### config.mk
export PLATFORM = sky130hd
export DESIGN_NAME = qla_core
export DESIGN_NICKNAME = d
export VERILOG_FILES = /design/src/rtl/qla_pkg.sv /design/src/rtl/qla_core.sv /design/src/rtl/reg_read_mux.sv /design/src/rtl/board_regs.sv /design/src/rtl/enc_counters.sv /design/src/rtl/safety_check.sv /design/src/rtl/current_regs.sv
export SDC_FILE = /design/constraint.sdc
export NUM_CORES = 1
export LEC_CHECK = 0
export BUFFER_PORTS_ARGS = -buffer_cell sky130_fd_sc_hd__buf_2
export CORE_MARGIN = 5
export CORE_UTILIZATION = 50
export DETAILED_ROUTE_END_ITERATION = 16
export HOLD_SLACK_MARGIN = 0.06
export PLACE_DENSITY = 0.69
export SYNTH_ARGS = -nofsm -noshare
export SYNTH_HDL_FRONTEND = slang
export SYNTH_SLANG_ARGS = --single-unit
### constraint.sdc
create_clock -name sysclk -period 8.95 [get_ports sysclk]
set_input_delay 1.79 -clock sysclk [delete_from_list [all_inputs] [get_ports sysclk]]
set_output_delay 1.79 -clock sysclk [all_outputs]
set_load 0.03 [all_outputs]
### src/rtl/qla_pkg.sv
// address map fields and offsets, width typedefs, status bit layout

package qla_pkg;

    // -------------------------------------------------------------------------
    // widths with a meaning
    typedef logic [15:0] reg_addr_t;    // space | .... | channel | offset
    typedef logic [31:0] reg_data_t;    // bus data word
    typedef logic [15:0] cur_t;         // unsigned current value
    typedef logic [23:0] enc_count_t;   // encoder count
    typedef logic [3:0]  board_id_t;    // rotary switch
    typedef logic [3:0]  addr_field_t;  // one nibble of the address

    localparam int NUM_AXES = 4;        // fixed by the register map

    // address map
    localparam addr_field_t ADDR_MAIN  = 4'h0;  // only mapped space
    localparam addr_field_t CHAN_BOARD = 4'h0;  // channel 0, axes are 1..4

    // axis offsets
    localparam addr_field_t OFF_ADC_DATA = 4'd0;  // feedback, ro
    localparam addr_field_t OFF_DAC_CTRL = 4'd1;  // command, rw
    localparam addr_field_t OFF_ENC_LOAD = 4'd3;  // preload, rw
    localparam addr_field_t OFF_ENC_DATA = 4'd4;  // count, ro

    // board offsets
    localparam addr_field_t OFF_STATUS = 4'd0;

    // -------------------------------------------------------------------------
    // status word, read layout
    localparam int ST_SAFETY_LO   = 0;   // safety disable per axis
    localparam int ST_AMP_EN_LO   = 8;   // amp enable per axis
    localparam int ST_PWR_EN      = 19;
    localparam int ST_BOARD_ID_LO = 24;

    // status word, write layout (value/mask pairs)
    localparam int WR_AMP_VAL_LO  = 0;
    localparam int WR_AMP_MASK_LO = 8;
    localparam int WR_PWR_MASK    = 18;
    localparam int WR_PWR_VAL     = 19;

    // field extraction
    function automatic addr_field_t addr_space(reg_addr_t addr);
        return addr[15:12];
    endfunction

    function automatic addr_field_t addr_chan(reg_addr_t addr);
        return addr[7:4];
    endfunction

    function automatic addr_field_t addr_off(reg_addr_t addr);
        return addr[3:0];
    endfunction

endpackage
### src/rtl/qla_core.sv
// top level tying the current, safety, encoder and board peers to the register bus

`timescale 1ns/1ps

module qla_core #(
    parameter int SAFETY_COUNT    = 4,      // over-limit cycles before trip
    parameter int ENC_SYNC_STAGES = 2       // encoder input synchronizer depth
) (
    input  logic                          sysclk,
    input  logic                          rst,
    // register bus from the host
    input  logic                          reg_wen,
    input  qla_pkg::reg_addr_t            reg_waddr,
    input  qla_pkg::reg_data_t            reg_wdata,
    input  qla_pkg::reg_addr_t            reg_raddr,
    output qla_pkg::reg_data_t            reg_rdata,
    // board i/o
    input  qla_pkg::cur_t                 cur_fb [qla_pkg::NUM_AXES],  // parallel adc words
    input  logic [qla_pkg::NUM_AXES-1:0]  enc_a,
    input  logic [qla_pkg::NUM_AXES-1:0]  enc_b,
    input  qla_pkg::board_id_t            board_id,
    output logic [qla_pkg::NUM_AXES-1:0]  amp_disable,
    output logic                          pwr_enable
);

    import qla_pkg::*;

    cur_t                cur_cmd [NUM_AXES];    // to dacs and safety
    logic [NUM_AXES-1:0] safety_disable;
    logic [NUM_AXES-1:0] safety_clear;
    reg_data_t           axis_rdata;
    reg_data_t           enc_rdata;
    reg_data_t           board_rdata;

    // ---------------------------------------------------------------------------
    // axis peers
    current_regs i_current_regs (
        .sysclk     (sysclk),
        .rst        (rst),
        .reg_wen    (reg_wen),
        .reg_waddr  (reg_waddr),
        .reg_wdata  (reg_wdata),
        .reg_raddr  (reg_raddr),
        .cur_fb     (cur_fb),
        .cur_cmd    (cur_cmd),
        .axis_rdata (axis_rdata)
    );

    for (genvar i = 0; i < NUM_AXES; i++) begin : g_safety
        safety_check #(
            .SAFETY_COUNT (SAFETY_COUNT)
        ) i_safety_check (
            .sysclk (sysclk),
            .rst    (rst),
            .cur_in (cur_fb[i]),
            .cmd_in (cur_cmd[i]),
            .clear  (safety_clear[i]),
            .trip   (safety_disable[i])
        );
    end

    enc_counters #(
        .ENC_SYNC_STAGES (ENC_SYNC_STAGES)
    ) i_enc_counters (
        .sysclk    (sysclk),
        .rst       (rst),
        .enc_a     (enc_a),
        .enc_b     (enc_b),
        .reg_wen   (reg_wen),
        .reg_waddr (reg_waddr),
        .reg_wdata (reg_wdata),
        .reg_raddr (reg_raddr),
        .enc_rdata (enc_rdata)
    );

    // ---------------------------------------------------------------------------
    // channel 0 and read return
    board_regs i_board_regs (
        .sysclk         (sysclk),
        .rst            (rst),
        .reg_wen        (reg_wen),
        .reg_waddr      (reg_waddr),
        .reg_wdata      (reg_wdata),
        .reg_raddr      (reg_raddr),
        .safety_disable (safety_disable),
        .board_id       (board_id),
        .safety_clear   (safety_clear),
        .amp_disable    (amp_disable),
        .pwr_enable     (pwr_enable),
        .board_rdata    (board_rdata)
    );

    reg_read_mux i_reg_read_mux (
        .sysclk      (sysclk),
        .rst         (rst),
        .reg_raddr   (reg_raddr),
        .board_rdata (board_rdata),
        .axis_rdata  (axis_rdata),
        .enc_rdata   (enc_rdata),
        .reg_rdata   (reg_rdata)
    );

endmodule

### src/rtl/reg_read_mux.sv
// read-return selector choosing which peer's registered word goes back to the host

`timescale 1ns/1ps

module reg_read_mux (
    input  logic               sysclk,
    input  logic               rst,
    input  qla_pkg::reg_addr_t reg_raddr,
    input  qla_pkg::reg_data_t board_rdata,
    input  qla_pkg::reg_data_t axis_rdata,
    input  qla_pkg::reg_data_t enc_rdata,
    output qla_pkg::reg_data_t reg_rdata
);

    import qla_pkg::*;

    reg_addr_t raddr_q;     // lines up with the peers' registered words

    always_ff @(posedge sysclk) begin
        if (rst)
            raddr_q <= '0;
        else
            raddr_q <= reg_raddr;
    end

    // ---------------------------------------------------------------------------
    // select, zero for anything outside the map
    always_comb begin
        reg_rdata = '0;
        if (addr_space(raddr_q) == ADDR_MAIN) begin
            if (addr_chan(raddr_q) == CHAN_BOARD) begin
                reg_rdata = board_rdata;
            end else if (addr_chan(raddr_q) <= addr_field_t'(NUM_AXES)) begin
                case (addr_off(raddr_q))
                    OFF_ADC_DATA, OFF_DAC_CTRL: reg_rdata = axis_rdata;
                    OFF_ENC_LOAD, OFF_ENC_DATA: reg_rdata = enc_rdata;
                    default: reg_rdata = '0;    // unmapped axis offset
                endcase
            end
        end
    end

endmodule

### src/rtl/board_regs.sv
// channel 0 status and control register, amplifier disable outputs, safety clear pulses

`timescale 1ns/1ps

module board_regs (
    input  logic                          sysclk,
    input  logic                          rst,
    input  logic                          reg_wen,
    input  qla_pkg::reg_addr_t            reg_waddr,
    input  qla_pkg::reg_data_t            reg_wdata,
    input  qla_pkg::reg_addr_t            reg_raddr,
    input  logic [qla_pkg::NUM_AXES-1:0]  safety_disable,
    input  qla_pkg::board_id_t            board_id,
    output logic [qla_pkg::NUM_AXES-1:0]  safety_clear,
    output logic [qla_pkg::NUM_AXES-1:0]  amp_disable,
    output logic                          pwr_enable,
    output qla_pkg::reg_data_t            board_rdata
);

    import qla_pkg::*;

    logic                status_wr;
    logic                pwr_en_nxt;
    logic [NUM_AXES-1:0] amp_en;
    logic [NUM_AXES-1:0] amp_en_nxt;
    logic [NUM_AXES-1:0] clear_req;
    reg_data_t           status_word;

    assign status_wr = reg_wen && (addr_space(reg_waddr) == ADDR_MAIN) &&
                       (addr_chan(reg_waddr) == CHAN_BOARD) &&
                       (addr_off(reg_waddr) == OFF_STATUS);

    // ---------------------------------------------------------------------------
    // masked writes change only bits with their mask set
    always_comb begin
        pwr_en_nxt = pwr_enable;
        amp_en_nxt = amp_en;
        clear_req  = '0;
        if (status_wr) begin
            if (reg_wdata[WR_PWR_MASK])
                pwr_en_nxt = reg_wdata[WR_PWR_VAL];
            for (int i = 0; i < NUM_AXES; i++) begin
                if (reg_wdata[WR_AMP_MASK_LO + i])
                    amp_en_nxt[i] = reg_wdata[WR_AMP_VAL_LO + i];
            end
            // enabling an axis clears its latch, powering up clears all
            clear_req = reg_wdata[WR_AMP_MASK_LO +: NUM_AXES] &
                        reg_wdata[WR_AMP_VAL_LO +: NUM_AXES];
            if (reg_wdata[WR_PWR_MASK] && reg_wdata[WR_PWR_VAL])
                clear_req = '1;
        end
    end

    always_ff @(posedge sysclk) begin
        if (rst) begin
            pwr_enable   <= 1'b0;
            amp_en       <= '0;
            amp_disable  <= '1;                        // amps off out of reset
            safety_clear <= '0;
        end else begin
            pwr_enable   <= pwr_en_nxt;
            amp_en       <= amp_en_nxt;
            amp_disable  <= ~(amp_en_nxt & {NUM_AXES{pwr_en_nxt}} & ~safety_disable);
            safety_clear <= clear_req;                 // one pulse per status write
        end
    end

    // status word in the read layout
    always_comb begin
        status_word = '0;
        status_word[ST_SAFETY_LO +: NUM_AXES]               = safety_disable;
        status_word[ST_AMP_EN_LO +: NUM_AXES]               = amp_en;
        status_word[ST_PWR_EN]                              = pwr_enable;
        status_word[ST_BOARD_ID_LO +: $bits(board_id_t)]    = board_id;
    end

    always_ff @(posedge sysclk) begin
        if (rst)
            board_rdata <= '0;
        else if (addr_off(reg_raddr) == OFF_STATUS)
            board_rdata <= status_word;
        else
            board_rdata <= '0;                        // other board offsets unmapped
    end

endmodule

### src/rtl/enc_counters.sv
// quadrature input synchronizers, decode and preloadable counters for four axes

`timescale 1ns/1ps

module enc_counters #(
    parameter int ENC_SYNC_STAGES = 2
) (
    input  logic                          sysclk,
    input  logic                          rst,
    input  logic [qla_pkg::NUM_AXES-1:0]  enc_a,
    input  logic [qla_pkg::NUM_AXES-1:0]  enc_b,
    input  logic                          reg_wen,
    input  qla_pkg::reg_addr_t            reg_waddr,
    input  qla_pkg::reg_data_t            reg_wdata,
    input  qla_pkg::reg_addr_t            reg_raddr,
    output qla_pkg::reg_data_t            enc_rdata
);

    import qla_pkg::*;

    logic [ENC_SYNC_STAGES-1:0] a_sync [NUM_AXES];
    logic [ENC_SYNC_STAGES-1:0] b_sync [NUM_AXES];
    logic [1:0]                 ab_cur [NUM_AXES];   // {a, b} after sync
    logic [1:0]                 ab_prev [NUM_AXES];
    logic [NUM_AXES-1:0]        step_up;
    logic [NUM_AXES-1:0]        step_dn;
    logic                       load_wr;
    enc_count_t                 count [NUM_AXES];
    enc_count_t                 preload [NUM_AXES];
    reg_data_t                  rdata_nxt;

    // ---------------------------------------------------------------------------
    // synchronizers and previous gray state
    always_ff @(posedge sysclk) begin
        for (int i = 0; i < NUM_AXES; i++) begin
            a_sync[i][0] <= enc_a[i];
            b_sync[i][0] <= enc_b[i];
            for (int s = 1; s < ENC_SYNC_STAGES; s++) begin
                a_sync[i][s] <= a_sync[i][s-1];
                b_sync[i][s] <= b_sync[i][s-1];
            end
            ab_prev[i] <= ab_cur[i];
        end
    end

    // up when a leads b in the gray sequence
    always_comb begin
        for (int i = 0; i < NUM_AXES; i++) begin
            ab_cur[i]  = {a_sync[i][ENC_SYNC_STAGES-1], b_sync[i][ENC_SYNC_STAGES-1]};
            step_up[i] = 1'b0;
            step_dn[i] = 1'b0;
            case ({ab_prev[i], ab_cur[i]})
                4'b00_10, 4'b10_11, 4'b11_01, 4'b01_00: step_up[i] = 1'b1;
                4'b00_01, 4'b01_11, 4'b11_10, 4'b10_00: step_dn[i] = 1'b1;
                default: ;              // no change or both bits moved
            endcase
        end
    end

    // ---------------------------------------------------------------------------
    // counters and preload
    assign load_wr = reg_wen && (addr_space(reg_waddr) == ADDR_MAIN) &&
                     (addr_off(reg_waddr) == OFF_ENC_LOAD);

    always_ff @(posedge sysclk) begin
        for (int i = 0; i < NUM_AXES; i++) begin
            if (rst) begin
                count[i]   <= '0;
                preload[i] <= '0;
            end else if (load_wr && (addr_chan(reg_waddr) == addr_field_t'(i + 1))) begin
                preload[i] <= reg_wdata[$bits(enc_count_t)-1:0];
                count[i]   <= reg_wdata[$bits(enc_count_t)-1:0];  // wins over a step
            end else if (step_up[i]) begin
                count[i] <= count[i] + 1'b1;
            end else if (step_dn[i]) begin
                count[i] <= count[i] - 1'b1;
            end
        end
    end

    // zero-extended read word
    always_comb begin
        rdata_nxt = '0;
        for (int i = 0; i < NUM_AXES; i++) begin
            if (addr_chan(reg_raddr) == addr_field_t'(i + 1)) begin
                if (addr_off(reg_raddr) == OFF_ENC_LOAD)
                    rdata_nxt = reg_data_t'(preload[i]);
                else if (addr_off(reg_raddr) == OFF_ENC_DATA)
                    rdata_nxt = reg_data_t'(count[i]);
            end
        end
    end

    always_ff @(posedge sysclk) begin
        if (rst)
            enc_rdata <= '0;
        else
            enc_rdata <= rdata_nxt;
    end

endmodule

### src/rtl/safety_check.sv
// overcurrent persistence counter and amplifier disable latch for one axis

`timescale 1ns/1ps

module safety_check #(
    parameter int SAFETY_COUNT = 4      // over-limit cycles before a trip, 2 or more
) (
    input  logic          sysclk,
    input  logic          rst,
    input  qla_pkg::cur_t cur_in,       // feedback
    input  qla_pkg::cur_t cmd_in,       // command
    input  logic          clear,        // one-cycle pulse from board regs
    output logic          trip
);

    localparam int CNT_W = $clog2(SAFETY_COUNT);
    localparam logic [CNT_W-1:0] CNT_LAST = CNT_W'(SAFETY_COUNT - 1);

    logic [16:0]      limit;            // 2 * cmd, one extra bit
    logic             over_limit;
    logic [CNT_W-1:0] persist_cnt;      // consecutive over-limit cycles

    assign limit      = {cmd_in, 1'b0};
    assign over_limit = ({1'b0, cur_in} > limit);   // equal is still ok

    // ---------------------------------------------------------------------------
    // persistence and latch
    always_ff @(posedge sysclk) begin
        if (rst) begin
            persist_cnt <= '0;
            trip        <= 1'b0;
        end else if (clear) begin       // clear beats a trip in the same cycle
            persist_cnt <= '0;
            trip        <= 1'b0;
        end else if (over_limit) begin
            if (persist_cnt == CNT_LAST)
                trip <= 1'b1;           // count stays saturated
            else
                persist_cnt <= persist_cnt + CNT_W'(1);
        end else begin
            persist_cnt <= '0;          // must be consecutive
        end
    end

endmodule

### src/rtl/current_regs.sv
// per-axis current command registers, command and feedback readback

`timescale 1ns/1ps

module current_regs (
    input  logic               sysclk,
    input  logic               rst,
    input  logic               reg_wen,
    input  qla_pkg::reg_addr_t reg_waddr,
    input  qla_pkg::reg_data_t reg_wdata,
    input  qla_pkg::reg_addr_t reg_raddr,
    input  qla_pkg::cur_t      cur_fb [qla_pkg::NUM_AXES],
    output qla_pkg::cur_t      cur_cmd [qla_pkg::NUM_AXES],
    output qla_pkg::reg_data_t axis_rdata
);

    import qla_pkg::*;

    logic      dac_wr;      // write to some axis command
    reg_data_t rdata_nxt;

    assign dac_wr = reg_wen && (addr_space(reg_waddr) == ADDR_MAIN) &&
                    (addr_off(reg_waddr) == OFF_DAC_CTRL);

    // command registers, channel n drives axis n-1
    always_ff @(posedge sysclk) begin
        for (int i = 0; i < NUM_AXES; i++) begin
            if (rst)
                cur_cmd[i] <= '0;
            else if (dac_wr && (addr_chan(reg_waddr) == addr_field_t'(i + 1)))
                cur_cmd[i] <= reg_wdata[$bits(cur_t)-1:0];   // low half only
        end
    end

    // read word, low 16 bits
    always_comb begin
        rdata_nxt = '0;
        for (int i = 0; i < NUM_AXES; i++) begin
            if (addr_chan(reg_raddr) == addr_field_t'(i + 1)) begin
                if (addr_off(reg_raddr) == OFF_ADC_DATA)
                    rdata_nxt = reg_data_t'(cur_fb[i]);
                else if (addr_off(reg_raddr) == OFF_DAC_CTRL)
                    rdata_nxt = reg_data_t'(cur_cmd[i]);
            end
        end
    end

    always_ff @(posedge sysclk) begin
        if (rst)
            axis_rdata <= '0;
        else
            axis_rdata <= rdata_nxt;    // one clock read latency
    end

endmodule

# Word level (Yosys, flattened, before mapping)
# Memory sizes are Yosys's and may differ from the RTL's.
# Cells that the tools add are included.
op_classes:
  n_addsub: 12
  n_mul: 0
  div_mod_pow: 0
  magnitude_cmp: 5
  n_eq_ne: 52
  shifts: 0
  mux: 110
  bitwise_logic: 27
  n_reduce_logical: 45
op_table:
  columns: ["op", "count"]
  rows:
  - ["$mux W32", 25]
  - ["$mux W24", 17]
  - ["$add A24 B1 Y24 const B", 4]
  - ["$sub A24 B1 Y24 const B", 4]
  - ["$gt A16 B17 Y1", 4]
  - ["$eq A4 B4 Y1 const B", 16]
  - ["$mux W1", 64]
  - ["$pmux W32 S2", 1]
  - ["$eq A4 B3 Y1 const B", 12]
  - ["$eq A4 B2 Y1 const B", 11]
  - ["$eq A4 B1 Y1 const B", 9]
  - ["$reduce_or A4 Y1", 8]
  - ["$logic_not A4 Y1", 7]
  - ["$mux W16", 1]
  - ["$or A1 B1 Y1", 16]
  - ["$reduce_or A2 Y1", 8]
  - ["$logic_and A1 B1 Y1", 14]
  - ["$and A4 B4 Y4", 3]
  - ["$reduce_or A3 Y1", 4]
  - ["$add A2 B1 Y2 const B", 4]
  - ["$eq A2 B2 Y1 const B", 4]
  - ["$mux W4", 2]
  - ["$not A4 Y4", 2]
  - ["$reduce_and A2 Y1", 4]
  - ["other kinds (2)", 7]
totals:
  regBits: 201
  latch_bits: 0
  ramBits: 216
  romBits: 0
  inputBits: 143
  output_inout_bits: 37
  wordCells: 277
  mem_count: 5
memory_table:
  columns: ["memory", "words", "word_bits", "read_ports", "rd_ports_with_merged_regs", "write_ports", "line_no", "rtl"]
  rows:
  - ["i_enc_counters.count", 4, 24, 4, 0, 4, "enc_counters.sv:28", "enc_count_t count [NUM_AXES];"]
  - ["i_enc_counters.preload", 4, 24, 4, 0, 4, "enc_counters.sv:29", "enc_count_t preload [NUM_AXES];"]
  - ["i_enc_counters.a_sync", 4, 2, 4, 0, 4, "enc_counters.sv:21", "logic [ENC_SYNC_STAGES-1:0] a_sync [NUM_AXES];"]
  - ["i_enc_counters.ab_prev", 4, 2, 4, 0, 4, "enc_counters.sv:24", "logic [1:0] ab_prev [NUM_AXES];"]
  - ["i_enc_counters.b_sync", 4, 2, 4, 0, 4, "enc_counters.sv:22", "logic [ENC_SYNC_STAGES-1:0] b_sync [NUM_AXES];"]

# Longest topological paths before layout
# Gate-level depths: netlist (run 1).
depth:
  word_depth: 13
  mapped_depth: 9
  mapped_depth_nobuf: 8

# Hierarchy
# From an unflattened synthesis (run 1), not the netlist that was laid out.
hier_totals:
  hier_cells: 2509
  hier_area_um2: 23322.4
by_module_without_submodules:
  columns: ["mod", "instances", "cells_each", "area_per_inst_um2", "seq_area_each_um2"]
  rows:
  - ["enc_counters", 1, 1464, 14196.1, 6726.5]
  - ["current_regs", 1, 429, 4190.3, 1601.5]
  - ["safety_check", 4, 65, 536.8, 60.1]
  - ["reg_read_mux", 1, 252, 1711.6, 240.2]
  - ["board_regs", 1, 104, 1077.3, 520.5]

# Least setup slack after synthesis (run 1)
# Ideal clock, no wire load.
synth_path:
  path_type: "input-to-reg"
  from: "in reg_waddr[12]"
  to: "mem i_enc_counters.count[2][0] (netlist bit), data pin"
  setup_ns: 0.262
  t_arrival_ns: 4.627
  required_ns: 8.688
  slack_ns: 4.061
  path_stages: 7
  path_buffers: 2
  path_cell_list: "or4b_2 > o41ai_4 > or2_2 > clkbuf_8 > buf_2 > a21oi_1 > or2_2"
synth_lines:
  columns: ["element", "line_no", "rtl"]
  rows:
  - ["from (decl)", "qla_core.sv:13", "input qla_pkg::reg_addr_t reg_waddr,"]
  - ["to (decl)", "enc_counters.sv:28", null]

==> flow_metrics.py, run 1 <==
metrics = {
    "timing": {
        "maxSlewHeadroom_pct": 15.8,
        "slew_violations": 0,
        "hold_viol": 0,
        "tightest_slew_ns": 1.26,
        "fmax_mhz": 198,
        "min_period_over_period_pct": 56.3,
        "setup_viol": 0,
        "setup-tns-final_ns": 0,
        "fin_skew_ns": 0.0185,
        "finalCriticalPeriod_ns": 5.04,
        "rsz0062_at_grt": "false",
    },
    "global_route": {
        "track_usage_pct": 30.9,
        "grt_pass1_vias": 18000,
        "grt_max_degree": 81,
        "grt_antenna_before_repair": 6,
        "overflow": 0,
        "grt_pass1_wl_um": 112000,
    },
    "hold_path": {
        "worstHoldPathCells": 0,
        "hold_start": "i_enc_counters.b_sync[0][0]$_DFF_P_",
        "hold_end": "i_enc_counters.b_sync[0][1]$_DFF_P_",
        "hold_path_class": "register to register",
    },
    "drt": {
        "routed_wl_um": 75700,
        "vias_per_cell": 6.71,
        "drt-initial-drc-count": 2837,
        "ant_nets": 0,
        "drc": 0,
        "routedWlPerCell_um": 26.2,
        "detailedRoute.firstPassIterationCount": 6,
        "routed-via-count": 19400,
    },
    "clocking": {
        "cts_tree": "built",
        "post_cts_buffers": 0,
        "clock-sinks": 370,
        "hold_buffers": 0,
        "clock-root-buffer": "clkbuf_16",
        "clock_path_buffers": 3,
        "post_cts_resized": 0,
        "numCtsBuffers": 43,
        "cts.reportedPaths.clkPinSlew_ns": 0.06,
        "h-tree-depth": 2,
        "clk_latency_ns": 0.58,
    },
    "outcome": {
        "status": "finished, final reports clean",
    },
    "logic_synthesis": {
        "synth_edf_count": 192,
        "synth.largest_area_cell": "edfxtp_1",
        "synth.distinct_cells": 85,
        "ys_seq_elements": 370,
        "syn_inst": 2253,
        "yosys_warnings": 0,
        "syn_area_mm2": 0.0213,
        "synthFlopType": "edfxtp_1",
        "ys_async_sr_fraction_pct": 0,
        "ys_top_cells_by_area": "edfxtp_1 (27%), dfxtp_1 (17%), ha_1 (4.2%), mux2i_1 (4.1%), nor2_1 (4.0%)",
        "yosys.area.top_type_share_pct": 27.1,
        "seq_area_frac_synth_pct": 43.8,
        "avgSynthCellArea_um2": 9.46,
    },
    "floorplanning": {
        "fp.dieH_um": 216,
        "die-area_mm2": 0.0468,
        "initial_core_util_pct": 50.7,
        "ios": 180,
        "num_rows": 75,
        "dieWidth_um": 216,
        "core_mm2": 0.0420,
    },
    "critical_path": {
        "cp_slowest_cell": "nor4b_1",
        "worstRegToRegCells": 6,
        "reg2reg_from": "i_enc_counters.count[1][0]$_DFFE_PP_",
        "cpPeakStageDelay_ns": 0.85,
        "regToRegSetupSlack_ns": 5.71,
        "crit_top_cell": "buf_4",
        "start_kind": "primary input",
        "path_cells": "buf_2 > nor4b_1 > a41oi_1 > buf_4 > inv_1 > nor2_1 > buf_4 > a221o_1 > a21o_1",
        "endpoint_kind": "register",
        "cp_max_fo": 27,
        "criticalPathCategory": "primary input to register",
        "crit_required_ns": 9.28,
        "rr_endpoint": "i_enc_counters.count[1][17]$_DFFE_PP_",
        "cp.arrival_ns": 5.37,
    },
    "power_and_ir_drop": {
        "ir_worst_vdd_mv": 0.167,
        "p_leak_nw": 8.78,
        "power_density_mw_per_mm2": 195,
    },
    "layout": {
        "instances_no_fill": 2886,
        "area_growth_pct": 10.9,
        "nNetsFinal": 2525,
        "drive_above_1_share_pct": 13.6,
        "final_common_cell": "nor2_1",
        "final_cell_mix": "nor2_1 (225), edfxtp_1 (192), dfxtp_1 (178)",
    },
    "place": {
        "place.detailed.hpwl_um": 53900,
        "place_congestion": 0.986,
        "post-place-cells": 2804,
        "portBuffers": 159,
    },
    "run": {
        "drv_cap": 0,
    },
}
[worst max path at each step]
stage                  start                                       end  slack (ns)  cells after the start
2_1_floorplan  reg_waddr[12]  i_enc_counters.count[2][0]$_SDFFCE_PN0P_        4.06                      7
3_3_place_gp   reg_waddr[12]      i_enc_counters.count[1][9]$_DFFE_PP_        3.40                      9
5_1_grt        reg_waddr[12]      i_enc_counters.count[1][9]$_DFFE_PP_        3.79                      9
3_5_place_dp   reg_waddr[12]      i_enc_counters.count[1][9]$_DFFE_PP_        3.38                      9
4_1_cts        reg_waddr[12]      i_enc_counters.count[1][9]$_DFFE_PP_        3.97                      9
6_report       reg_waddr[12]      i_enc_counters.count[1][9]$_DFFE_PP_        3.91                      9
[cells in the mapped netlist, drive strengths merged, types with 7 or more instances]
cell / count
nand4: 33
or3: 18
or4: 18
o32ai: 10
nor2: 229
a22o: 49
mux2i: 87
and3: 90
a221o: 27
xnor2: 25
inv: 102
a311oi: 12
a211oi: 14
nor2b: 21
ha: 72
nor4: 30
a21oi: 82
or4b: 7
a211o: 9
a31oi: 17
and4: 12
and2: 52
nand2b: 11
clkbuf: 155
buf: 23
a221oi: 44
a22oi: 89
o221ai: 33
edfxtp: 192
o21ai: 53
nor4b: 12
o211ai: 8
or2: 22
nor3: 63
nand3: 49
o31ai: 9
o21bai: 12
nand2: 117
dfxtp: 178
a21o: 39
o22ai: 43
xor2: 29
[where the power goes]
group | switching (mW) | internal (mW) | total (mW)
sequential | 0.252 | 1.96 | 2.21
combinational | 0.419 | 0.283 | 0.701
clock | 0.741 | 0.948 | 1.69
total | 1.41 | 3.19 | 4.60
[layer usage]
| metal | wire [um] | up-vias | global-route usage [%] | part of all wire (%) |
|---|---|---|---|---|
| li1 | - | 8662 | - | - |
| met4 | 3010 | 2 | 10.8 | 4.0 |
| met5 | 13 | - | 0 | 0.017 |
| met1 | 30400 | 9354 | 43.6 | 40 |
| met3 | 9430 | 186 | 7.74 | 12 |
| met2 | 32800 | 1162 | 46.5 | 43 |
[per-stage QoR]
step | util (%) | hold slack, ns | instance area (um2) | total power [mW] | setup WS (ns)
floorplan | - | 0.310 | 21300 | 2.67 | 4.06
global placement | 53.0 | 0.314 | 22300 | 2.89 | 3.40
detailed placement | 53.0 | 0.317 | 22300 | 2.92 | 3.38
CTS | 56.2 | 0.327 | 23600 | 4.59 | 3.97
global route | 56.2 | 0.327 | 23600 | 4.77 | 3.79
finish | 56.2 | 0.324 | 23600 | 4.60 | 3.91
[critical path: cells and delay by family]
kind / cells / cell delay, ns
compound gates: 3 / 0.75
buf+inv: 4 / 1.51
simple gates: 2 / 1.31
[kinds of logic (layout without fill, tap and decap cells)]
family          Yosys count  count (layout)  share of synthesized area (%)
compound gates          582             582                           20.2
flops                   370             370                           43.8
buf+inv                 282             370                           5.54
fa+ha+maj                72              72                           4.23
other cells               1               7                         0.0176
mux                      91              91                           4.30
xor+xnor                 54              54                           2.22
simple gates            801             801                           19.8
[registers in the layout (all words and copies together), names as in the netlist]
register / count
g_safety.i_safety_check.persist_cnt: 8
i_current_regs.cur_cmd: 64
i_enc_counters.b_sync: 8
i_board_regs.pwr_enable: 1
i_enc_counters.count: 96
i_enc_counters.enc_rdata: 24
i_board_regs.safety_clear: 4
i_reg_read_mux.raddr_q: 12
i_enc_counters.preload: 96
i_board_regs.amp_disable: 4
i_enc_counters.ab_prev: 8
i_enc_counters.a_sync: 8
i_board_regs.amp_en: 4
g_safety.i_safety_check.trip: 4
i_board_regs.board_rdata: 13
i_current_regs.axis_rdata: 16
[area by class of cell]
cell class	instances	area, um2
diodes	3	7.51
clock buffers	58	1200
clock inverters	21	133
fillers	3742	18400
inverters	102	383
multi-input cells	1604	10900
flip-flops and latches	370	9330
well taps	539	674
repair buffers	189	1020
Power figures use the tool's default switching activity.
==> inputs of run 2 (changes only) <==
Clock period 8.95 ns to 4.8 ns, I/O delays scaled along.
==> flow_metrics.py, run 2 (same netlist as run 1, synthesis figures left out) <==
metrics = {
    "clocking": {
        "clock-root-buffer": "clkbuf_16",
        "clk_latency_ns": 0.58,
        "numCtsBuffers": 42,
        "cts_tree": "built",
        "clock-sinks": 370,
        "cts.reportedPaths.clkPinSlew_ns": 0.06,
        "clock_path_buffers": 3,
        "h-tree-depth": 2,
        "post_cts_resized": 0,
        "post_cts_buffers": 0,
        "hold_buffers": 0,
    },
    "critical_path": {
        "cp.arrival_ns": 2.50,
        "cp_slowest_cell": "nor2b_1",
        "start_kind": "register",
        "cp_max_fo": 17,
        "endpoint_kind": "output pin",
        "critical_path_depth": 6,
        "worst-path-buf-inv": 2,
        "worstRegToRegCells": 6,
        "criticalPathCategory": "register to output pin",
        "cpPeakStageDelay_ns": 0.49,
        "regToRegSetupSlack_ns": 1.63,
        "path_cells": "nor3_1 > nand4_1 > buf_4 > nor2b_1 > and2_1 > buf_2",
        "crit_required_ns": 3.84,
        "cp_top_family": "simple AND/OR/NAND/NOR gates",
    },
    "timing": {
        "slew_violations": 0,
        "min_period_over_period_pct": 72.1,
        "rsz0062_at_grt": "false",
        "tightest_slew_ns": 1.06,
        "fmax_mhz": 289,
        "hold_viol": 0,
        "setup_viol": 0,
        "setup-tns-final_ns": 0,
        "fin_skew_ns": 0.0202,
        "finalCriticalPeriod_ns": 3.46,
        "maxSlewHeadroom_pct": 29.1,
    },
    "floorplanning": {
        "initial_core_util_pct": 50.7,
        "fp.dieH_um": 216,
        "die-area_mm2": 0.0468,
        "core_mm2": 0.0420,
        "num_rows": 75,
        "ios": 180,
        "dieWidth_um": 216,
    },
    "layout": {
        "final_common_cell": "nor2_1",
        "area_growth_pct": 12.3,
        "drive_above_1_share_pct": 14.4,
        "top_regs": "i_enc_counters.count x96, i_enc_counters.preload x96, i_current_regs.cur_cmd x64",
        "fin_area_mm2": 0.0239,
        "nNetsFinal": 2540,
        "final_cell_mix": "nor2_1 (225), edfxtp_1 (192), dfxtp_1 (178)",
    },
    "place": {
        "place_congestion": 0.972,
        "place.detailed.hpwl_um": 53800,
        "portBuffers": 159,
        "place_area_mm2": 0.0224,
    },
    "run": {
        "drv_cap": 0,
    },
    "drt": {
        "drc": 0,
        "detailedRoute.firstPassIterationCount": 6,
        "routedWlPerCell_um": 25.7,
        "drt-initial-drc-count": 2283,
        "routed_wl_um": 74700,
        "ant_nets": 0,
        "vias_per_cell": 6.67,
        "routed-via-count": 19300,
    },
    "hold_path": {
        "hold_path_class": "register to register",
        "worstHoldPathCells": 0,
    },
    "global_route": {
        "grt_antenna_before_repair": 7,
        "grt_pass1_vias": 17700,
        "overflow": 0,
        "grt_max_degree": 81,
        "track_usage_pct": 30.5,
        "grt_pass1_wl_um": 110000,
    },
    "power_and_ir_drop": {
        "intPower_mw": 6.23,
        "p_comb_share_pct": 14.9,
        "swShare_pct": 29.6,
        "pwr-share-seq_pct": 46.3,
        "p_leak_nw": 8.95,
        "switchingPower_mw": 2.62,
        "pwr-share-clk_pct": 38.8,
        "ir_worst_vdd_mv": 0.272,
        "power_density_mw_per_mm2": 370,
    },
    "outcome": {
        "status": "finished, final reports clean",
    },
}
==> run 2: cell type report <==
| type | count | area, um2 |
|---|---|---|
| clock inverters | 20 | 234 |
| flip-flops and latches | 370 | 9330 |
| clock buffers | 58 | 1240 |
| fillers | 3756 | 18100 |
| inverters | 102 | 383 |
| repair buffers | 205 | 1170 |
| multi-input cells | 1604 | 10900 |
| diodes | 4 | 10.0 |
| well taps | 539 | 674 |
==> run 2: final timing paths <==
check / from / endpoint
worst min-delay path: i_enc_counters.b_sync[3][0]$_DFF_P_ / i_enc_counters.b_sync[3][1]$_DFF_P_
worst max-delay path: i_reg_read_mux.raddr_q[7]$_SDFF_PP0_ / reg_rdata[22]
worst min register to register: i_enc_counters.b_sync[3][0]$_DFF_P_ / i_enc_counters.b_sync[3][1]$_DFF_P_
worst max register to register: i_enc_counters.count[2][11]$_SDFFCE_PN0P_ / i_enc_counters.count[2][23]$_SDFFCE_PN0P_
==> run 2: metrics by stage <==
step           setup WS [ns]  power, mW  hold slack (ns)  instances  utilization [%]
4_1_cts                 1.27       8.83            0.328       2898             56.9
3_5_place_dp           0.832       5.43            0.312       2820             53.4
3_3_place_gp           0.872       5.38            0.313       2820             53.4
2_1_floorplan          0.741       4.98            0.310       2256                -
6_report                1.34       8.85            0.328       2902             56.9
5_1_grt                 1.10       9.17            0.334       2901             56.9
==> run 2: metal layers <==
metal | wire, um | vias up | GRT usage, %
met1 | 31000 | 9354 | 43.6
met2 | 32600 | 1169 | 46.2
met3 | 8630 | 140 | 7.10
met4 | 2470 | 2 | 9.62
met5 | 13 | - | 0
li1 | - | 8683 | -
==> run 2: worst reg2reg max path, delay by kind of cell, from the launching register on <==
kind,cells,cell delay [ns]
simple gates,4,1.89
compound gates,2,0.51
flops,1,0.54
==> run 2: power groups by stage <==
stage / clock network (mW) / registers, mW / logic [mW]
3_5_place_dp: 0 / 4.14 / 1.28
5_1_grt: 3.60 / 4.14 / 1.43
2_1_floorplan: 0 / 3.85 / 1.13
6_report: 3.43 / 4.10 / 1.32
3_3_place_gp: 0 / 4.12 / 1.25
4_1_cts: 3.46 / 4.08 / 1.29
